==> src/hdl/fsync_defs.svh <==
// widths and counts for a 1d node only; changing FSYNC_N_RX needs a matching top level
`ifndef FSYNC_DEFS_SVH
`define FSYNC_DEFS_SVH

// request fields
`define FSYNC_AGGR_W 8
`define FSYNC_LEVEL_W 3
`define FSYNC_ID_W 4
`define FSYNC_SRC_W 4

// ids at or above the entry count are rejected
`define FSYNC_N_REGS 12

// child ports of the node
`define FSYNC_N_RX 2

// default queue depth for responses and forwards
`define FSYNC_FIFO_DEPTH 2

// side bits appended to the source of a forwarded request
`define FSYNC_SD_BOTH 2'b11

`endif
==> src/hdl/fsync_pkg.sv <==
// types for the 1d sync node; the forward source is always two bits wider than the request source
`include "fsync_defs.svh"

package fsync_pkg;

  // sync request from a child with a single-cycle sync pulse
  typedef struct packed {
    logic                     sync;
    logic [`FSYNC_AGGR_W-1:0] aggr;
    logic [`FSYNC_ID_W-1:0]   id;
    logic [`FSYNC_SRC_W-1:0]  src;
  } fsync_req_t;

  // wake response back to the requesting child
  typedef struct packed {
    logic                    wake;
    logic                    error;
    logic [`FSYNC_SRC_W-1:0] dst;
  } fsync_rsp_t;

  // request forwarded one level up the tree
  typedef struct packed {
    logic                     sync;
    logic [`FSYNC_AGGR_W-1:0] aggr;
    logic [`FSYNC_ID_W-1:0]   id;
    logic [`FSYNC_SRC_W+1:0]  src;  // source plus side bits
  } fsync_fwd_t;

  // decoded request
  typedef struct packed {
    logic                      valid;
    logic [`FSYNC_LEVEL_W-1:0] level;
    logic [`FSYNC_ID_W-1:0]    id;
    logic                      id_err;
  } fsync_dec_t;

  typedef enum logic [1:0] {
    IDLE,
    ROOT,
    AGGR
  } fsync_state_e;

endpackage

==> src/hdl/fsync_node.sv <==
// 1d node with two children; no back-pressure on requests, outputs are read as queues
`timescale 1ns/1ps
`include "fsync_defs.svh"

module fsync_node
  import fsync_pkg::*;
(
  input  logic       clk_i,
  input  logic       rst_ni,
  input  fsync_req_t req_i[`FSYNC_N_RX],
  input  logic       root_i[`FSYNC_N_RX],
  input  logic       local_i[`FSYNC_N_RX],
  output logic       local_empty_o[`FSYNC_N_RX],
  output fsync_rsp_t local_rsp_o[`FSYNC_N_RX],
  input  logic       local_pop_i[`FSYNC_N_RX],
  output logic       remote_empty_o[`FSYNC_N_RX],
  output fsync_fwd_t remote_req_o[`FSYNC_N_RX],
  input  logic       remote_pop_i[`FSYNC_N_RX],
  output logic       detected_error_o[`FSYNC_N_RX]
);

  fsync_dec_t dec[`FSYNC_N_RX];
  logic       check_local[`FSYNC_N_RX];
  logic       check_remote[`FSYNC_N_RX];
  logic       present[`FSYNC_N_RX];
  logic       bypass[`FSYNC_N_RX];
  logic       sig_err[`FSYNC_N_RX];
  logic       push_local[`FSYNC_N_RX];
  logic       push_remote[`FSYNC_N_RX];
  logic       rsp_err[`FSYNC_N_RX];

  ////////////////////////////////////////////////////////////////////////////
  // decode and control, one per child

  for (genvar i = 0; i < `FSYNC_N_RX; i++) begin : gen_port
    fsync_req_decode i_dec (
      .req_i ( req_i[i] ),
      .dec_o ( dec[i]   )
    );

    fsync_port_ctrl i_ctrl (
      .clk_i          ( clk_i           ),
      .rst_ni         ( rst_ni          ),
      .dec_i          ( dec[i]          ),
      .root_i         ( root_i[i]       ),
      .local_i        ( local_i[i]      ),
      .present_i      ( present[i]      ),
      .bypass_i       ( bypass[i]       ),
      .sig_err_i      ( sig_err[i]      ),
      .check_local_o  ( check_local[i]  ),
      .check_remote_o ( check_remote[i] ),
      .push_local_o   ( push_local[i]   ),
      .push_remote_o  ( push_remote[i]  ),
      .rsp_err_o      ( rsp_err[i]      )
    );
  end

  // shared so that siblings can pair
  fsync_sync_rf i_rf (
    .clk_i          ( clk_i        ),
    .rst_ni         ( rst_ni       ),
    .dec_i          ( dec          ),
    .check_local_i  ( check_local  ),
    .check_remote_i ( check_remote ),
    .present_o      ( present      ),
    .bypass_o       ( bypass       ),
    .sig_err_o      ( sig_err      )
  );

  fsync_result i_result (
    .clk_i            ( clk_i            ),
    .rst_ni           ( rst_ni           ),
    .req_i            ( req_i            ),
    .push_local_i     ( push_local       ),
    .push_remote_i    ( push_remote      ),
    .rsp_err_i        ( rsp_err          ),
    .local_pop_i      ( local_pop_i      ),
    .remote_pop_i     ( remote_pop_i     ),
    .local_empty_o    ( local_empty_o    ),
    .local_rsp_o      ( local_rsp_o      ),
    .remote_empty_o   ( remote_empty_o   ),
    .remote_req_o     ( remote_req_o     ),
    .detected_error_o ( detected_error_o )
  );

endmodule

==> src/hdl/fsync_result.sv <==
// the request is captured on every sync; a later sync lands on the same edge as the push
`timescale 1ns/1ps
`include "fsync_defs.svh"

module fsync_result
  import fsync_pkg::*;
(
  input  logic       clk_i,
  input  logic       rst_ni,
  input  fsync_req_t req_i[`FSYNC_N_RX],
  input  logic       push_local_i[`FSYNC_N_RX],
  input  logic       push_remote_i[`FSYNC_N_RX],
  input  logic       rsp_err_i[`FSYNC_N_RX],
  input  logic       local_pop_i[`FSYNC_N_RX],
  input  logic       remote_pop_i[`FSYNC_N_RX],
  output logic       local_empty_o[`FSYNC_N_RX],
  output fsync_rsp_t local_rsp_o[`FSYNC_N_RX],
  output logic       remote_empty_o[`FSYNC_N_RX],
  output fsync_fwd_t remote_req_o[`FSYNC_N_RX],
  output logic       detected_error_o[`FSYNC_N_RX]
);

  for (genvar i = 0; i < `FSYNC_N_RX; i++) begin : gen_port
    fsync_req_t req_q;
    fsync_rsp_t rsp;
    fsync_fwd_t fwd;
    logic       local_full, remote_full;

    always_ff @(posedge clk_i) begin
      if (req_i[i].sync) begin
        req_q <= req_i[i];
      end
    end

    ////////////////////////////////////////////////////////////////////////////
    // payloads

    assign rsp.wake  = 1'b1;
    assign rsp.error = rsp_err_i[i];
    assign rsp.dst   = req_q.src;

    assign fwd.sync = req_q.sync;
    assign fwd.aggr = req_q.aggr >> 1;  // one level up
    assign fwd.id   = req_q.id;
    assign fwd.src  = {req_q.src, `FSYNC_SD_BOTH};

    fsync_fifo #(
      .FIFO_DEPTH ( `FSYNC_FIFO_DEPTH ),
      .fifo_t     ( fsync_rsp_t       )
    ) i_local_fifo (
      .clk_i     ( clk_i            ),
      .rst_ni    ( rst_ni           ),
      .push_i    ( push_local_i[i]  ),
      .element_i ( rsp              ),
      .pop_i     ( local_pop_i[i]   ),
      .element_o ( local_rsp_o[i]   ),
      .empty_o   ( local_empty_o[i] ),
      .full_o    ( local_full       )
    );

    fsync_fifo #(
      .FIFO_DEPTH ( `FSYNC_FIFO_DEPTH ),
      .fifo_t     ( fsync_fwd_t       )
    ) i_remote_fifo (
      .clk_i     ( clk_i             ),
      .rst_ni    ( rst_ni            ),
      .push_i    ( push_remote_i[i]  ),
      .element_i ( fwd               ),
      .pop_i     ( remote_pop_i[i]   ),
      .element_o ( remote_req_o[i]   ),
      .empty_o   ( remote_empty_o[i] ),
      .full_o    ( remote_full       )
    );

    // misuse of either queue
    assign detected_error_o[i] = (local_empty_o[i] & local_pop_i[i])
                               | (local_full & push_local_i[i])
                               | (remote_empty_o[i] & remote_pop_i[i])
                               | (remote_full & push_remote_i[i]);
  end

endmodule

==> src/hdl/fsync_fifo.sv <==
// drops a push when full and a pop when empty; the caller flags both, the head is stale when empty
`timescale 1ns/1ps
`include "fsync_defs.svh"

module fsync_fifo #(
  parameter int unsigned FIFO_DEPTH = `FSYNC_FIFO_DEPTH,
  parameter type         fifo_t     = logic
)(
  input  logic  clk_i,
  input  logic  rst_ni,
  input  logic  push_i,
  input  fifo_t element_i,
  input  logic  pop_i,
  output fifo_t element_o,
  output logic  empty_o,
  output logic  full_o
);

  localparam int unsigned PTR_W = (FIFO_DEPTH > 1) ? $clog2(FIFO_DEPTH) : 1;
  localparam int unsigned CNT_W = $clog2(FIFO_DEPTH + 1);

  fifo_t            mem_q[FIFO_DEPTH];
  logic [PTR_W-1:0] wr_ptr_q, rd_ptr_q;
  logic [CNT_W-1:0] count_q;
  logic             do_push, do_pop;

  assign empty_o   = (count_q == '0);
  assign full_o    = (count_q == CNT_W'(FIFO_DEPTH));
  assign do_push   = push_i & ~full_o;
  assign do_pop    = pop_i & ~empty_o;
  assign element_o = mem_q[rd_ptr_q];  // head

  always_ff @(posedge clk_i or negedge rst_ni) begin
    if (!rst_ni) begin
      wr_ptr_q <= '0;
      rd_ptr_q <= '0;
      count_q  <= '0;
    end else begin
      if (do_push) begin
        wr_ptr_q <= (wr_ptr_q == PTR_W'(FIFO_DEPTH - 1)) ? '0 : wr_ptr_q + 1'b1;
      end
      if (do_pop) begin
        rd_ptr_q <= (rd_ptr_q == PTR_W'(FIFO_DEPTH - 1)) ? '0 : rd_ptr_q + 1'b1;
      end
      count_q <= count_q + CNT_W'(do_push) - CNT_W'(do_pop);
    end
  end

  always_ff @(posedge clk_i) begin
    if (do_push) begin
      mem_q[wr_ptr_q] <= element_i;
    end
  end

endmodule

==> src/hdl/fsync_sync_rf.sv <==
// entries hold one pending barrier per id and path; port 0 wins when both ports hit one entry
`timescale 1ns/1ps
`include "fsync_defs.svh"

module fsync_sync_rf
  import fsync_pkg::*;
(
  input  logic       clk_i,
  input  logic       rst_ni,
  input  fsync_dec_t dec_i[`FSYNC_N_RX],
  input  logic       check_local_i[`FSYNC_N_RX],
  input  logic       check_remote_i[`FSYNC_N_RX],
  output logic       present_o[`FSYNC_N_RX],
  output logic       bypass_o[`FSYNC_N_RX],
  output logic       sig_err_o[`FSYNC_N_RX]
);

  // path 0 is local and path 1 is remote
  logic [1:0][`FSYNC_N_REGS-1:0]                     pend_q, pend_d;
  logic [1:0][`FSYNC_N_REGS-1:0][`FSYNC_LEVEL_W-1:0] lvl_q, lvl_d;

  logic present_d[`FSYNC_N_RX];
  logic bypass_d[`FSYNC_N_RX];
  logic sig_err_d[`FSYNC_N_RX];

  ////////////////////////////////////////////////////////////////////////////
  // pairing rule

  // ports in index order on a running copy so port 1 sees port 0
  always_comb begin
    logic chk;
    pend_d = pend_q;
    lvl_d  = lvl_q;
    for (int p = 0; p < `FSYNC_N_RX; p++) begin
      present_d[p] = 1'b0;
      bypass_d[p]  = 1'b0;
      sig_err_d[p] = 1'b0;
      for (int path = 0; path < 2; path++) begin
        chk = (path == 0) ? check_local_i[p] : check_remote_i[p];
        if (chk && !dec_i[p].id_err) begin
          if (dec_i[p].level == '0) begin
            bypass_d[p] = 1'b1;  // no partner needed
          end else if (pend_d[path][dec_i[p].id]) begin
            if (lvl_d[path][dec_i[p].id] == dec_i[p].level) begin
              present_d[p]                = 1'b1;
              pend_d[path][dec_i[p].id] = 1'b0;
            end else begin
              sig_err_d[p] = 1'b1;  // level mismatch leaves the entry
            end
          end else begin
            pend_d[path][dec_i[p].id] = 1'b1;
            lvl_d[path][dec_i[p].id]  = dec_i[p].level;
          end
        end
      end
    end
  end

  ////////////////////////////////////////////////////////////////////////////
  // state and answers

  always_ff @(posedge clk_i or negedge rst_ni) begin
    if (!rst_ni) begin
      pend_q <= '0;
      for (int p = 0; p < `FSYNC_N_RX; p++) begin
        present_o[p] <= 1'b0;
        bypass_o[p]  <= 1'b0;
        sig_err_o[p] <= 1'b0;
      end
    end else begin
      pend_q <= pend_d;
      for (int p = 0; p < `FSYNC_N_RX; p++) begin
        present_o[p] <= present_d[p];
        bypass_o[p]  <= bypass_d[p];
        sig_err_o[p] <= sig_err_d[p];
      end
    end
  end

  // level store per entry and path
  always_ff @(posedge clk_i) begin
    lvl_q <= lvl_d;
  end

endmodule

==> src/hdl/fsync_port_ctrl.sv <==
// one request in flight per port; a sync that arrives outside IDLE is dropped silently
`timescale 1ns/1ps

module fsync_port_ctrl
  import fsync_pkg::*;
(
  input  logic       clk_i,
  input  logic       rst_ni,
  input  fsync_dec_t dec_i,
  input  logic       root_i,
  input  logic       local_i,
  input  logic       present_i,
  input  logic       bypass_i,
  input  logic       sig_err_i,
  output logic       check_local_o,
  output logic       check_remote_o,
  output logic       push_local_o,
  output logic       push_remote_o,
  output logic       rsp_err_o
);

  fsync_state_e state_q, state_d;
  logic         id_err_q;
  logic         rsp_err;

  assign rsp_err   = id_err_q | sig_err_i;  // valid in ROOT/AGGR only
  assign rsp_err_o = rsp_err;

  always_ff @(posedge clk_i or negedge rst_ni) begin
    if (!rst_ni) begin
      state_q  <= IDLE;
      id_err_q <= 1'b0;
    end else begin
      state_q <= state_d;
      if (check_local_o || check_remote_o) begin
        id_err_q <= dec_i.id_err;  // kept for the push cycle
      end
    end
  end

  always_comb begin
    state_d        = state_q;
    check_local_o  = 1'b0;
    check_remote_o = 1'b0;
    push_local_o   = 1'b0;
    push_remote_o  = 1'b0;
    case (state_q)
      IDLE: begin
        if (dec_i.valid && root_i) begin
          state_d       = ROOT;
          check_local_o = 1'b1;
        end else if (dec_i.valid && local_i) begin
          state_d        = AGGR;
          check_remote_o = 1'b1;
        end
      end
      ROOT: begin
        state_d      = IDLE;
        push_local_o = present_i | bypass_i | rsp_err;
      end
      AGGR: begin
        state_d = IDLE;
        // errors go back down, good pairs go up
        if (rsp_err) begin
          push_local_o = 1'b1;
        end else begin
          push_remote_o = present_i | bypass_i;
        end
      end
      default: state_d = IDLE;
    endcase
  end

endmodule

==> src/hdl/fsync_req_decode.sv <==
// combinational only; an empty aggregation mask decodes to level 0, same as mask 1
`timescale 1ns/1ps
`include "fsync_defs.svh"

module fsync_req_decode
  import fsync_pkg::*;
(
  input  fsync_req_t req_i,
  output fsync_dec_t dec_o
);

  logic [`FSYNC_LEVEL_W-1:0] level;

  ////////////////////////////////////////////////////////////////////////////
  // level encoder

  // scan upward so the highest set bit is the one that sticks
  always_comb begin
    level = '0;
    for (int j = 0; j < `FSYNC_AGGR_W; j++) begin
      if (req_i.aggr[j]) begin
        level = `FSYNC_LEVEL_W'(j);
      end
    end
  end

  ////////////////////////////////////////////////////////////////////////////
  // decoded request

  assign dec_o.valid  = req_i.sync;
  assign dec_o.level  = level;
  assign dec_o.id     = req_i.id;
  assign dec_o.id_err = (req_i.id >= `FSYNC_ID_W'(`FSYNC_N_REGS));  // beyond the file

endmodule

==> config.mk <==
export PLATFORM = sky130hd
export DESIGN_NAME = fsync_node
export DESIGN_NICKNAME = d
export VERILOG_FILES = /design/src/hdl/fsync_pkg.sv /design/src/hdl/fsync_node.sv /design/src/hdl/fsync_result.sv /design/src/hdl/fsync_fifo.sv /design/src/hdl/fsync_sync_rf.sv /design/src/hdl/fsync_port_ctrl.sv /design/src/hdl/fsync_req_decode.sv
export VERILOG_INCLUDE_DIRS = /design/src /design/src/hdl
export SDC_FILE = /design/constraint.sdc
export NUM_CORES = 1
export LEC_CHECK = 0
export BUFFER_PORTS_ARGS = -buffer_cell sky130_fd_sc_hd__buf_2
export CORE_UTILIZATION = 60
export CTS_CLUSTER_DIAMETER = 50
export DETAILED_ROUTE_END_ITERATION = 10
export PLACE_DENSITY_LB_ADDON = 0.08
export SLEW_MARGIN = 20
export SYNTH_ARGS = -nofsm -noshare
export SYNTH_HDL_FRONTEND = slang
export SYNTH_HIERARCHICAL = 1
export SYNTH_SLANG_ARGS = --single-unit
==> constraint.sdc <==
create_clock -name clk_i -period 8.4 [get_ports clk_i]
set_input_delay 1.26 -clock clk_i [delete_from_list [all_inputs] [get_ports clk_i]]
set_output_delay 1.26 -clock clk_i [all_outputs]
set_load 0.02 [all_outputs]
# == After elaboration in Yosys (flattened, before gate mapping) ==
# Memory sizes are Yosys's and may differ from the RTL's.
# Cells that the tools add are included.
# word_totals
reg_bits,156
latch_bits,0
ramBits,80
romBits,0
inputBits,44
output_inout_bits,56
word_cells,312
n_memories,4
# op_classes
add_sub_neg,16
mul,0
div_mod_pow,0
magnitude_cmp,6
eq_ne,14
n_shift,0
n_mux,150
bitwise_logic,46
reduce_logical,22
# memory_table
memory,depth,width,read_ports,rd_ports_with_merged_regs,write_ports,line_no,rtl
i_result.gen_port[0].i_remote_fifo.mem_q,2,15,1,0,1,fsync_fifo.sv:22,fifo_t mem_q[FIFO_DEPTH];
i_result.gen_port[1].i_remote_fifo.mem_q,2,15,1,0,1,fsync_fifo.sv:22,
i_result.gen_port[0].i_local_fifo.mem_q,2,5,1,0,1,fsync_fifo.sv:22,
i_result.gen_port[1].i_local_fifo.mem_q,2,5,1,0,1,fsync_fifo.sv:22,
# op_table
op,n
two-way mux 36 bit,12
two-way mux 12 bit,16
bitwise mux 36 bit,4
two-way mux 1 bit,80
AND 12 bit,4
binary-select mux 3 bit (select 4 bit),4
OR 12 bit,4
two-way mux 3 bit,14
demux 3 bit (select 4 bit),2
inverter 12 bit,2
two-way mux 2 bit,10
AND 1 bit,16
binary-select mux 1 bit (select 4 bit),4
equality test 2 bit (second input constant),6
equality test 3 bit,4
zero test 2 bit,6
OR 1 bit,12
logical AND 1 bit,10
less-than comparator 4 x 5 -> 1 bit (second input constant),2
adder 1 bit (second input constant),8
adder 2 x 1 -> 2 bit,4
demux 1 bit (select 4 bit),2
>= comparator 4 x 1 -> 1 bit (second input constant),2
>= comparator 4 bit (second input constant),2
8 further kinds,24

# == Longest topological paths before layout ==
# Gate-level depths: netlist (run 1).
# logic_depth
word_depth,22
ltp_mapped,17
ltp_nobuf,14

# == Hierarchy ==
# Netlist (run 1), hierarchy kept.
# by_module_without_submodules
module,n_inst,cells_each,area_per_inst_um2,seq_area_each_um2
fsync_sync_rf,1,970,8370.5,2192.1
fsync_fifo (i_result.gen_port[0].i_remote_fifo ...),2,77,1574.0,1241.2
fsync_result,1,38,945.9,900.9
fsync_fifo (i_result.gen_port[0].i_local_fifo),1,37,641.9,460.4
fsync_fifo (i_result.gen_port[1].i_local_fifo),1,37,633.1,460.4
fsync_port_ctrl,2,24,229.0,75.1
fsync_req_decode,2,16,88.8,0.0

# == Worst setup path after synthesis (run 1) ==
# Ideal clock, no wire load.
# synth_timing
path_kind,input to register
from,in req_i[22] (netlist name)
to,reg i_rf/pend_q[20] (netlist name)
setup_time_ns,0.124
arrival_time_ns,4.514
t_required_ns,8.276
path_slack_ns,3.761
stages,14
n_path_buf,5
path_cell_list,buf_4 -> buf_2 -> buf_4 -> buf_2 -> or4b_1 -> a211oi_2 -> mux2_2 -> a221oi_2 -> mux2i_1 -> a221oi_2 -> and4b_1 -> buf_6 -> a21oi_1 -> or2_1
# synth_lines
element,line_no,rtl
"start, declared",fsync_node.sv:10,"input fsync_req_t req_i[`FSYNC_N_RX],"
"end signal, assigned",fsync_sync_rf.sv:71,pend_q <= pend_d;
"end, declared",fsync_sync_rf.sv:19,"logic [1:0][`FSYNC_N_REGS-1:0] pend_q, pend_d;"

==> summary.txt, run 1 <==
Synth
  – Post-synth cell types: between 100 and 150
  – Seq/Total Area, Yosys: about 46%
  – Post-synthesis async set-or-reset flop share: ~20%
  – Synthesis-stage register bit count: between 200 and 300
  – Syn_area_per_cell: approximately 11 sq um
  – Top_reg_cell synth: edfxtp_1
  – Yosys Warn Count: 6
  – Top cells by area, synth: edfxtp_1 27%, dfxtp_1 10%, mux2i_1 9.4%
  – Cell accounting for the most synthesized area: edfxtp_1
  – Post-synth top area share: between 20% and 30%
  – Mapped Area: about 14000 sq um
  – Most common cell in the synthesized netlist: mux2i_1
  – Commonest cells in the netlist: 135 x mux2i_1, 130 x edfxtp_1, 116 x nor2_1
  – Post-Synthesis Cells: roughly 1300
  – Post-synth EDFFs: between 100 and 150

Clocking
  – Clock slew at reported path FFs: roughly 0.06 ns
  – Clk Tree Root Cell: clkbuf_16
  – CTS-repair resized insts: 0
  – Longest Clk Path Bufs: 3
  – TritonCTS Buffers: 29
  – CTS Sinks: 254
  – CTS tree: done
  – H-Tree Level Count: 1
  – CTS Hold Bufs: 0
  – Setup Fix Bufs, Post-CTS: 0
  – Clk Latency, worst-skew pair: between 0.5 and 0.6 ns

Worst setup path
  – Critical path, cell by cell: buf_2 -> nand2_1 -> nor3_1 -> nor2b_1 -> nand2_1 -> a211oi_2 -> mux2_2 -> a221oi_2 -> mux2i_1 -> a221oi_2 -> and4b_1 -> a21oi_1 -> or2_2
  – Crit path launch type: primary input
  – Worst setup EP type: flip-flop
  – Critical path arrival: 6.38 ns
  – Largest stage delay on the critical path: between 0.8 and 0.9 ns
  – Critical path class: in2reg
  – WP data required: ~9 ns
  – CP max-delay cell: a211oi_2
  – CP max FO: 21

Floorplanning
  – Die Ht: around 160 um
  – Starting Density: roughly three fifths
  – Die area: about 25000 sq um
  – Area of the core: 23500 sq um
  – # rows: between 50 and 60
  – Die W: between 150 and 200 um
  – Top-Level Pins: 100

Timing
  – Final setup viols: 0
  – Final period utilization: a little over two thirds
  – FMAX: ~0.17 GHz
  – Clock skew: 0.0164 ns
  – RSZ-0062 raised after global routing: false
  – Final setup TNS: 0 ns
  – Slew @ Worst Pin: 1.21 ns
  – Fin crit period: just under 6 ns
  – Hold Violations, Final: 0
  – Max-slew headroom: a little under a fifth
  – Pins Over Slew Limit: 0

Route
  – Starting DRT DRC Count: between 1000 and 1500
  – Drc violations: 0
  – Final ANT Viol Nets: 0
  – Drt total wl: around 43 mm
  – DR vias: 11300
  – Avg WL per Cell: 24.6 um
  – Drt pass-1 iters: 9
  – Via/cell ratio: 6.50

GRT
  – Tot GR Track Use: 34.6%
  – Grt total ovfl: 0
  – First-pass GRT wire length: between 60 and 70 mm
  – Vias in the first global route: 10800
  – GR Util met1: between 40% and 50%
  – Met3 Track Usage GR: 5.87%
  – GR Util met2: between 50% and 60%
  – Antenna violations before repair: 0
  – Pin count of the biggest net entering global routing: 53
  – Top Usage Layer GRT: met2

Pwr
  – Peak supply drop: approximately 170 uV
  – Leak: ~6.2 nW
  – Power Dens Cells: approximately 250 nW/um^2

Finish
  – Non-Filler Instances: approximately 1700
  – Final core utilization: 67.9%
  – Layout cell share with drive strength beyond 1: approximately a quarter
  – Ant. Diodes: 0
  – Final net count: 1448
  – Area delta synth->final: 10.8%
  – FILL cells: 1820
  – Design area: around 16000 sq um

Placement
  – Gpl congestion: between 0.9 and 1
  – HPWL after DPL: just under 30 mm
  – Buffers added on ports: 97
  – Placed Area: about 15000 sq um
  – Total placed cells including tap cells: around 1700

Status
  – Status: complete, no violations

Flow run
  – Max Cap Viol: 0

Worst hold path
  – Worst hold-check path type: reg2reg
## area by class of cell
type | instances | area, sq um | share of cell area, %
Multi-Input combinational cell | 947 | 7160 | 44.9
Inverter | 38 | 143 | 0.895
Sequential cell | 254 | 6650 | 41.7
Clock inverter | 13 | 146 | 0.919
Tap cell | 319 | 399 | 2.51
Timing Repair Buffer | 120 | 658 | 4.13
Clock buffer | 41 | 781 | 4.90
## cells by family after synthesis
family	Yosys count	share of synthesized area [%]
simple gates	388	14.5
compound gates	274	14.3
flops	254	46.2
mux	227	17.6
buf+inv	133	4.61
xor+xnor	24	1.51
fa+ha+maj	14	1.22
other cells	2	0.0522
## per-layer routing
metal  vias to the layer above  wire [um]
met5                         -          0
met4                         0       2460
met3                       169       3830
met2                       618      19700
met1                      5415      16600
li1                       5051          -
## flip-flops by register name, indices dropped and copies added, names as in the netlist, 4 cells and up
signal	cells
gen_port.i_ctrl/state_q	4
i_result/gen_port.i_local_fifo/mem_q	24
i_result/gen_port.i_remote_fifo/mem_q	76
i_result/gen_port.i_remote_fifo/count_q	4
i_rf/pend_q	24
i_result/gen_port.i_local_fifo/count_q	4
i_rf/lvl_q	72
i_result/gen_port.fwd	30
## power breakdown
group	leakage, nW	internal [mW]	switching (mW)
clock	0.440	0.715	0.514
combinational	3.27	0.491	0.619
sequential	2.44	1.52	0.196
total	6.15	2.73	1.33
## worst paths after layout
kind,slack (ns),cells past startpoint,to,from
hold / removal,0.44,0,i_result/gen_port[1].i_remote_fifo/mem_q[0][15]$_DFFE_PP_,i_result/gen_port[1].fwd[15]$_DFFE_PP_
hold reg to reg,0.44,0,i_result/gen_port[1].i_remote_fifo/mem_q[0][15]$_DFFE_PP_,i_result/gen_port[1].fwd[15]$_DFFE_PP_
setup / recovery,2.47,13,i_rf/pend_q[15]$_DFF_PN0_,req_i[33]
min in group asynchronous,0.83,2,i_rf/pend_q[21]$_DFF_PN0_,rst_ni
setup reg to reg,2.91,14,i_rf/pend_q[15]$_DFF_PN0_,gen_port[0].i_ctrl/state_q[1]$_DFFE_PN0P_
max in group asynchronous,7.03,2,i_result/gen_port[0].i_local_fifo/wr_ptr_q$_DFFE_PN0N_,rst_ni
## per-stage QoR
step / hold slack, ns / setup WS (ns) / total power, mW
floorplan: 0.421 / 3.76 / 2.54
global placement: 0.422 / 2.12 / 2.80
detailed placement: 0.430 / 2.10 / 2.83
CTS: 0.439 / 2.68 / 4.06
global route: 0.450 / 2.28 / 4.23
finish: 0.439 / 2.47 / 4.06
## critical path, delay by kind of cell
kind / cells / cell delay, ns
multiplexers: 2 / 0.61
AO/OA/AOI/OAI: 4 / 1.60
buffers and inverters: 1 / 0.40
AND/OR/NAND/NOR: 6 / 2.50
## cells in the final DEF (no fill, tap or decap), drive strengths merged, types with 16 or more instances in the layout
master  Yosys  layout
mux2i     136     136
edfxtp    130     130
buf        48     120
nor2      118     118
nand2     100     100
mux2       81      81
dfxtp      72      72
dfrtp      52      52
a21oi      51      51
o21ai      41      41
clkbuf     47      41
inv        34      37
nor3       34      34
a22oi      25      25
o211ai     21      21
conb        2      20
xnor2      19      19
nand3      17      17
a211oi     16      16
Power figures use the tool's default switching activity.
==> inputs of run 2 (changes only) <==
- CORE_UTILIZATION: 60 -> 56
- clock period: 8.4 -> 4.8 ns (I/O delays scaled with it)
==> run 2 against run 1 <==
Effect of this change: critical path depth stayed put; register-to-register slack worse by 2.4 ns; via count increased by 3.1%; first-iteration DRC count decreased by 12%; clock power is 75% higher; power rose by 77%; core utilization is 0.79 points lower; worst hold slack worse by 0.12 ns; cell area up 6.0%; critical endpoint is now i_rf/present_o[0]$_DFF_PN0_.
==> summary.txt, run 2 (synthesis gave the netlist of run 1 again) <==
Worst setup path
  – Critical path arrival: 4.70 ns (-1.68 ns)
  – Critical path class: reg2reg
  – WP data required: 5.19 ns (-3.67 ns)
  – Crit path launch type: flip-flop
  – CP max FO: 8 (-62%)
  – R2R cell count: 13 (-1)
  – RR Startpoint: gen_port[0].i_ctrl/state_q[0]$_DFFE_PN0P_
  – Worst setup EP type: flip-flop
  – R2r setup slk: 0.49 ns (-2.42 ns)
  – R2R Path End: i_rf/present_o[0]$_DFF_PN0_
  – CP startpoint: gen_port[0].i_ctrl/state_q[0]$_DFFE_PN0P_

Finish
  – Layout cell share with drive strength beyond 1: 29.8% (+6.3 points)
  – Area delta synth->final: 17.5%
  – Largest Register: i_result/gen_port.i_remote_fifo/mem_q
  – Ant. Diodes: 0 (unchanged)
  – Final core utilization: 67.1% (-0.79 points)
  – Commonest non-fill, non-tap cells in the layout: 140 x buf_4, 135 x mux2i_1, 130 x edfxtp_1
  – Design area: 16900 sq um (+6.0%)
  – Max reg flops: 76 (unchanged)
  – Commonest non-fill, non-tap cell in the layout: buf_4
  – FILL cells: 1992 (+9.5%)
  – Final net count: 1569 (+8.4%)

Pwr
  – Sw frac: 32.8% (+0.043 points)
  – Power Dens Cells: 426 nW/um^2 (+67%)
  – Leak: 6.77 nW (+10%)
  – Combinational group share of total power: 28.3% (+1.0 points)
  – Clock share of power: 29.8% (-0.5 points)
  – Internal: 4.84 mW (+77%)
  – Net switching power: 2.36 mW (+78%)
  – Sequential power share: 41.9% (-0.5 points)
  – Peak supply drop: 352 uV (+100%)

Route
  – Drc violations: 0 (unchanged)
  – Avg WL per Cell: 24.5 um (-0.40%)
  – Starting DRT DRC Count: 1143 (-12%)
  – Final ANT Viol Nets: 0 (unchanged)
  – DR vias: 11600 (+3.1%)
  – Drt total wl: 45.6 mm (+7.1%)
  – Drt pass-1 iters: 6 (-3)
  – Via/cell ratio: 6.23 (-4.1%)

Clocking
  – Setup Fix Bufs, Post-CTS: 0 (unchanged)
  – TritonCTS Buffers: 30 (+3.4%)
  – CTS tree: done
  – CTS Hold Bufs: 0 (unchanged)
  – Clk Latency, worst-skew pair: 0.55 ns (-0.02 ns)
  – Clk Tree Root Cell: clkbuf_16
  – H-Tree Level Count: 1 (unchanged)
  – Longest Clk Path Bufs: 3 (unchanged)
  – CTS-repair resized insts: 0 (unchanged)
  – Clock slew at reported path FFs: 0.06 ns (about the same)
  – CTS Sinks: 254 (unchanged)

Placement
  – Gpl congestion: 0.979 (-0.19%)
  – HPWL after DPL: 32.9 mm (+13%)
  – Placed Area: 16000 sq um (+6.4%)
  – Buffers added on ports: 97 (unchanged)

GRT
  – Pin count of the biggest net entering global routing: 53 (unchanged)
  – Antenna violations before repair: 0 (unchanged)
  – First-pass GRT wire length: 68.6 mm (+9.2%)
  – Vias in the first global route: 11600 (+7.5%)
  – Grt total ovfl: 0 (unchanged)
  – Tot GR Track Use: 35.0% (+0.39 points)

Worst hold path
  – Worst hold-check path type: in2async

Flow run
  – Max Cap Viol: 0 (unchanged)

Timing
  – Final setup TNS: 0 ns (unchanged)
  – Max-slew headroom: 36.2% (+17 points)
  – RSZ-0062 raised after global routing: false
  – Final period utilization: 89.8%
  – Hold Violations, Final: 0 (unchanged)
  – Fin crit period: about 4.3 ns
  – Slew @ Worst Pin: 0.956 ns (-0.254 ns)
  – FMAX: 0.232 GHz
  – Pins Over Slew Limit: 0 (unchanged)
  – Final setup viols: 0 (unchanged)
  – Clock skew: 0.0138 ns (-0.00260 ns)

Floorplanning
  – Die area: 26300 sq um (+7.0%)
  – Die W: 162 um (+3.5%)
  – Starting Density: 57.1% (-4.2 points)
  – # rows: 58 (+3.6%)
  – Die Ht: 162 um (+3.5%)
  – Area of the core: 25200 sq um (+7.3%)
  – Top-Level Pins: 100 (unchanged)

Status
  – Status: complete, no violations
## run 2: critical path, stage by stage, from the launching register on
cell and delay (ns):
dfrtp_1 0.40, inv_1 0.09, ha_1 0.21, and3_2 0.20, nor2b_1 0.45, nand4_2 0.18, mux2i_1 0.18, a222oi_1 0.50
or4b_1 0.51, a2111oi_2 0.26, xnor2_1 0.18, o211ai_2 0.29, buf_4 0.24, o31ai_1 0.45
## run 2: power groups by stage
stage	Combinational [mW]	Clock [mW]	Sequential (mW)
3_5_place_dp	2.00	0	3.05
3_3_place_gp	1.95	0	3.04
6_report	2.04	2.15	3.01
5_1_grt	2.20	2.27	3.06
4_1_cts	2.02	2.19	3.01
2_1_floorplan	1.57	0	2.88
## run 2: area by class of cell
class / instances / area [sq um] / area share (%)
multi-input combinational: 947 / 7160 / 42.4
tap: 330 / 413 / 2.44
timing repair buffer: 240 / 1600 / 9.45
clock buffer: 39 / 806 / 4.77
clock inverter: 15 / 129 / 0.763
sequential: 254 / 6650 / 39.3
inverter: 38 / 143 / 0.844
## run 2: worst max-delay path by stage
stage,to,cells past startpoint
global route,i_rf/present_o[0]$_DFF_PN0_,17
CTS,i_rf/present_o[0]$_DFF_PN0_,13
floorplan,i_rf/pend_q[20]$_DFF_PN0_,14
detailed placement,i_rf/present_o[0]$_DFF_PN0_,14
finish,i_rf/present_o[0]$_DFF_PN0_,13
global placement,i_rf/present_o[0]$_DFF_PN0_,14
## run 2: per-stage QoR
step                power (mW)  setup WS, ns  hold WS [ns]  instances
finish                    7.20         0.492         0.323       1863
global route              7.53         0.285         0.330       1863
CTS                       7.22         0.625         0.330       1863
detailed placement        5.05         0.314         0.430       1809
global placement          4.99         0.346         0.424       1809
floorplan                 4.44         0.701         0.421       1334
## run 2: metal layers
| metal | up-vias | global-route usage, % | part of all wire [%] |
|---|---|---|---|
| met2 | 531 | 57.2 | 47 |
| li1 | 5306 | - | - |
| met3 | 147 | 5.62 | 7.8 |
| met4 | 0 | 19.9 | 5.9 |
| met5 | - | 0 | 0 |
| met1 | 5622 | 44.1 | 39 |
==> inputs of run 3 (changes only) <==
- CORE_UTILIZATION: 56 -> 40
==> run 3 against run 2 <==
Effect of this change: worst hold slack better by 0.0048 ns; first-iteration DRC count down 19%; critical path type unchanged; core utilization decreased by 18 points; sequential cell count did not move; largest cell class unchanged; register-to-register slack got worse by 0.02 ns; largest power group unchanged; die area rose by 39%.
==> summary.txt, run 3 (synthesis gave the netlist of run 1 again) <==
Timing
  – RSZ-0062 raised after global routing: false
  – Final period utilization: 90.2% (+0.45 points)
  – Hold Violations, Final: 0 (unchanged)
  – Fin crit period: 4.33 ns (+0.0217 ns)
  – Clock skew: 0.0223 ns (+0.00852 ns)
  – FMAX: 0.231 GHz (-0.50%)
  – Max-slew headroom: 25.4% (-11 points)
  – Final setup viols: 0 (unchanged)
  – Final setup TNS: 0 ns (unchanged)
  – Pins Over Slew Limit: 0 (unchanged)
  – PnR worst setup slack: 0.470 ns (-0.0217 ns)
  – Slew @ Worst Pin: 1.11 ns (+0.158 ns)

Placement
  – Setup WS pre-CTS: 0.247 ns (-0.0666 ns)
  – Placed Area: 16200 sq um (+1.8%)
  – Gpl congestion: 0.979 (unchanged)
  – Buffers added on ports: 97 (unchanged)
  – HPWL after DPL: 35.6 mm (+8.1%)
  – Total placed cells including tap cells: 1953 (+8.0%)

Pwr
  – Total power: 7.63 mW (+6.0%)
  – Power Dens Cells: 438 nW/um^2 (+2.9%)
  – Peak supply drop: 311 uV (-12%)
  – Leak: 6.95 nW (+2.6%)

Clocking
  – CTS Hold Bufs: 0 (unchanged)
  – TritonCTS Buffers: 36 (+20%)
  – CTS tree: done
  – Clk Latency, worst-skew pair: 0.54 ns (about the same)
  – Longest Clk Path Bufs: 3 (unchanged)
  – CTS-repair resized insts: 0 (unchanged)
  – H-Tree Level Count: 2 (+1)
  – Clock slew at reported path FFs: 0.06 ns (about the same)
  – Clk Tree Root Cell: clkbuf_16
  – Setup Fix Bufs, Post-CTS: 0 (unchanged)
  – CTS Sinks: 254 (unchanged)

Finish
  – Ant. Diodes: 0 (unchanged)
  – Non-Filler Instances: 2018 (+8.3%)
  – Largest Register: i_result/gen_port.i_remote_fifo/mem_q
  – Area delta synth->final: 21.1%
  – Commonest non-fill, non-tap cell in the layout: buf_4
  – Max reg flops: 76 (unchanged)
  – Commonest non-fill, non-tap cells in the layout: 152 x buf_4, 135 x mux2i_1, 130 x edfxtp_1
  – Final net count: 1588 (+1.2%)
  – Sequential cell area: 6650 sq um (unchanged)
  – Layout cell share with drive strength beyond 1: 30.9% (+1.1 points)
  – Area taken by multi-input logic gates: 7180 sq um (+0.26%)
  – Design area: 17400 sq um (+3.0%)
  – FILL cells: 3320 (+67%)

Worst setup path
  – R2R Path End: i_rf/pend_q[14]$_DFF_PN0_
  – RR Startpoint: gen_port[0].i_ctrl/state_q[0]$_DFFE_PN0P_
  – CP delay by family, top: simple AND/OR/NAND/NOR gates
  – Critical path class: reg2reg
  – CP endpoint: i_rf/pend_q[14]$_DFF_PN0_
  – R2r setup slk: 0.47 ns (-0.02 ns)
  – Critical path depth: 17 (+4)
  – Largest stage delay on the critical path: 0.56 ns (+0.05 ns)
  – CP max FO: 10 (+2)
  – CP startpoint: gen_port[0].i_ctrl/state_q[0]$_DFFE_PN0P_
  – Critical path, cell by cell: inv_1 -> ha_1 -> inv_1 -> nor3_1 -> nand2b_1 -> buf_4 -> nor4_1 -> a21boi_1 -> buf_4 -> mux2i_1 -> nor2_1 -> o221ai_1 -> xnor2_1 -> and4b_1 -> buf_12 -> a21oi_1 -> or2_2
  – Critical path arrival: 4.73 ns (+0.03 ns)
  – WP data required: 5.20 ns (about the same)
  – Worst setup EP type: flip-flop
  – CP max-delay cell: nor4_1
  – Crit path launch type: flip-flop
  – Sum of buffers and inverters on the critical path: 5 (+3)
  – R2R cell count: 17 (+4)

Floorplanning
  – Area of the core: 35500 sq um (+41%)
  – Die Ht: 192 um (+18%)
  – # rows: 69 (+19%)
  – Top-Level Pins: 100 (unchanged)
  – Die area: 36700 sq um (+39%)
  – Die W: 192 um (+18%)
  – Starting Density: 40.5% (-17 points)

Route
  – Starting DRT DRC Count: 923 (-19%)
  – Via/cell ratio: 5.76 (-7.6%)
  – Drt pass-1 iters: 5 (-1)
  – DR vias: 11600 (+0.069%)
  – Drt total wl: 48.9 mm (+7.2%)
  – Avg WL per Cell: 24.2 um (-0.99%)
  – Drc violations: 0 (unchanged)
  – Final ANT Viol Nets: 0 (unchanged)

GRT
  – Antenna violations before repair: 0 (unchanged)
  – First-pass GRT wire length: 72.2 mm (+5.2%)
  – Pin count of the biggest net entering global routing: 53 (unchanged)
  – Grt total ovfl: 0 (unchanged)
  – Tot GR Track Use: 26.9% (-8.1 points)
  – Vias in the first global route: 11500 (-1.0%)

Worst hold path
  – Worst hold-check path type: in2async

Status
  – Status: complete, no violations

Flow run
  – Max Cap Viol: 0 (unchanged)
[run 3: cell count changes in the layout (fill, tap and decap cells not counted), moves of 2 or more]
cell / before / now
clkbuf_16: 31 / 37
buf_4: 140 / 152
nor2_1: 116 / 114
clkbuf_1: 8 / 10
clkinvlp_4: 3 / 1
[run 3: metal layers]
layer	GRT usage [%]	vias up	wire [um]
li1	-	5357	-
met1	34.3	5675	20500
met2	44.5	452	23000
met3	4.77	130	3240
met4	11.8	0	2150
met5	0	-	0
[run 3: report_power, final]
part	total (mW)	switching, mW	internal, mW
registers	3.01	0.346	2.67
logic	2.06	1.12	0.939
clock network	2.56	1.00	1.56
[run 3: worst min-delay path by stage]
stage	slack, ns	endpoint	start
2_1_floorplan	0.42	gen_port[0].i_ctrl/id_err_q$_DFFE_PN0P_	rst_ni
3_3_place_gp	0.42	i_result/gen_port[1].i_remote_fifo/mem_q[0][6]$_DFFE_PP_	i_result/gen_port[1].fwd[6]$_DFFE_PP_
3_5_place_dp	0.43	i_result/gen_port[1].i_remote_fifo/mem_q[0][8]$_DFFE_PP_	i_result/gen_port[1].fwd[8]$_DFFE_PP_
4_1_cts	0.35	i_result/gen_port[1].fwd[4]$_DFFE_PP_	req_i[2]
5_1_grt	0.36	i_result/gen_port[1].fwd[4]$_DFFE_PP_	req_i[2]
6_report	0.33	i_rf/pend_q[22]$_DFF_PN0_	rst_ni
[run 3: metrics by stage]
stage               utilization (%)  hold WS [ns]
floorplan                         -         0.421
global placement               45.8         0.422
detailed placement             45.8         0.431
CTS                            49.0         0.349
global route                   49.0         0.356
finish                         49.0         0.328
[run 3: area by class of cell]
cell class | instances | share of cell area [%]
clock buffer | 48 | 5.62
clock inverter | 17 | 0.999
inverter | 38 | 0.820
multi-input combinational | 947 | 41.2
sequential | 254 | 38.2
tap | 461 | 3.31
timing repair buffer | 253 | 9.81
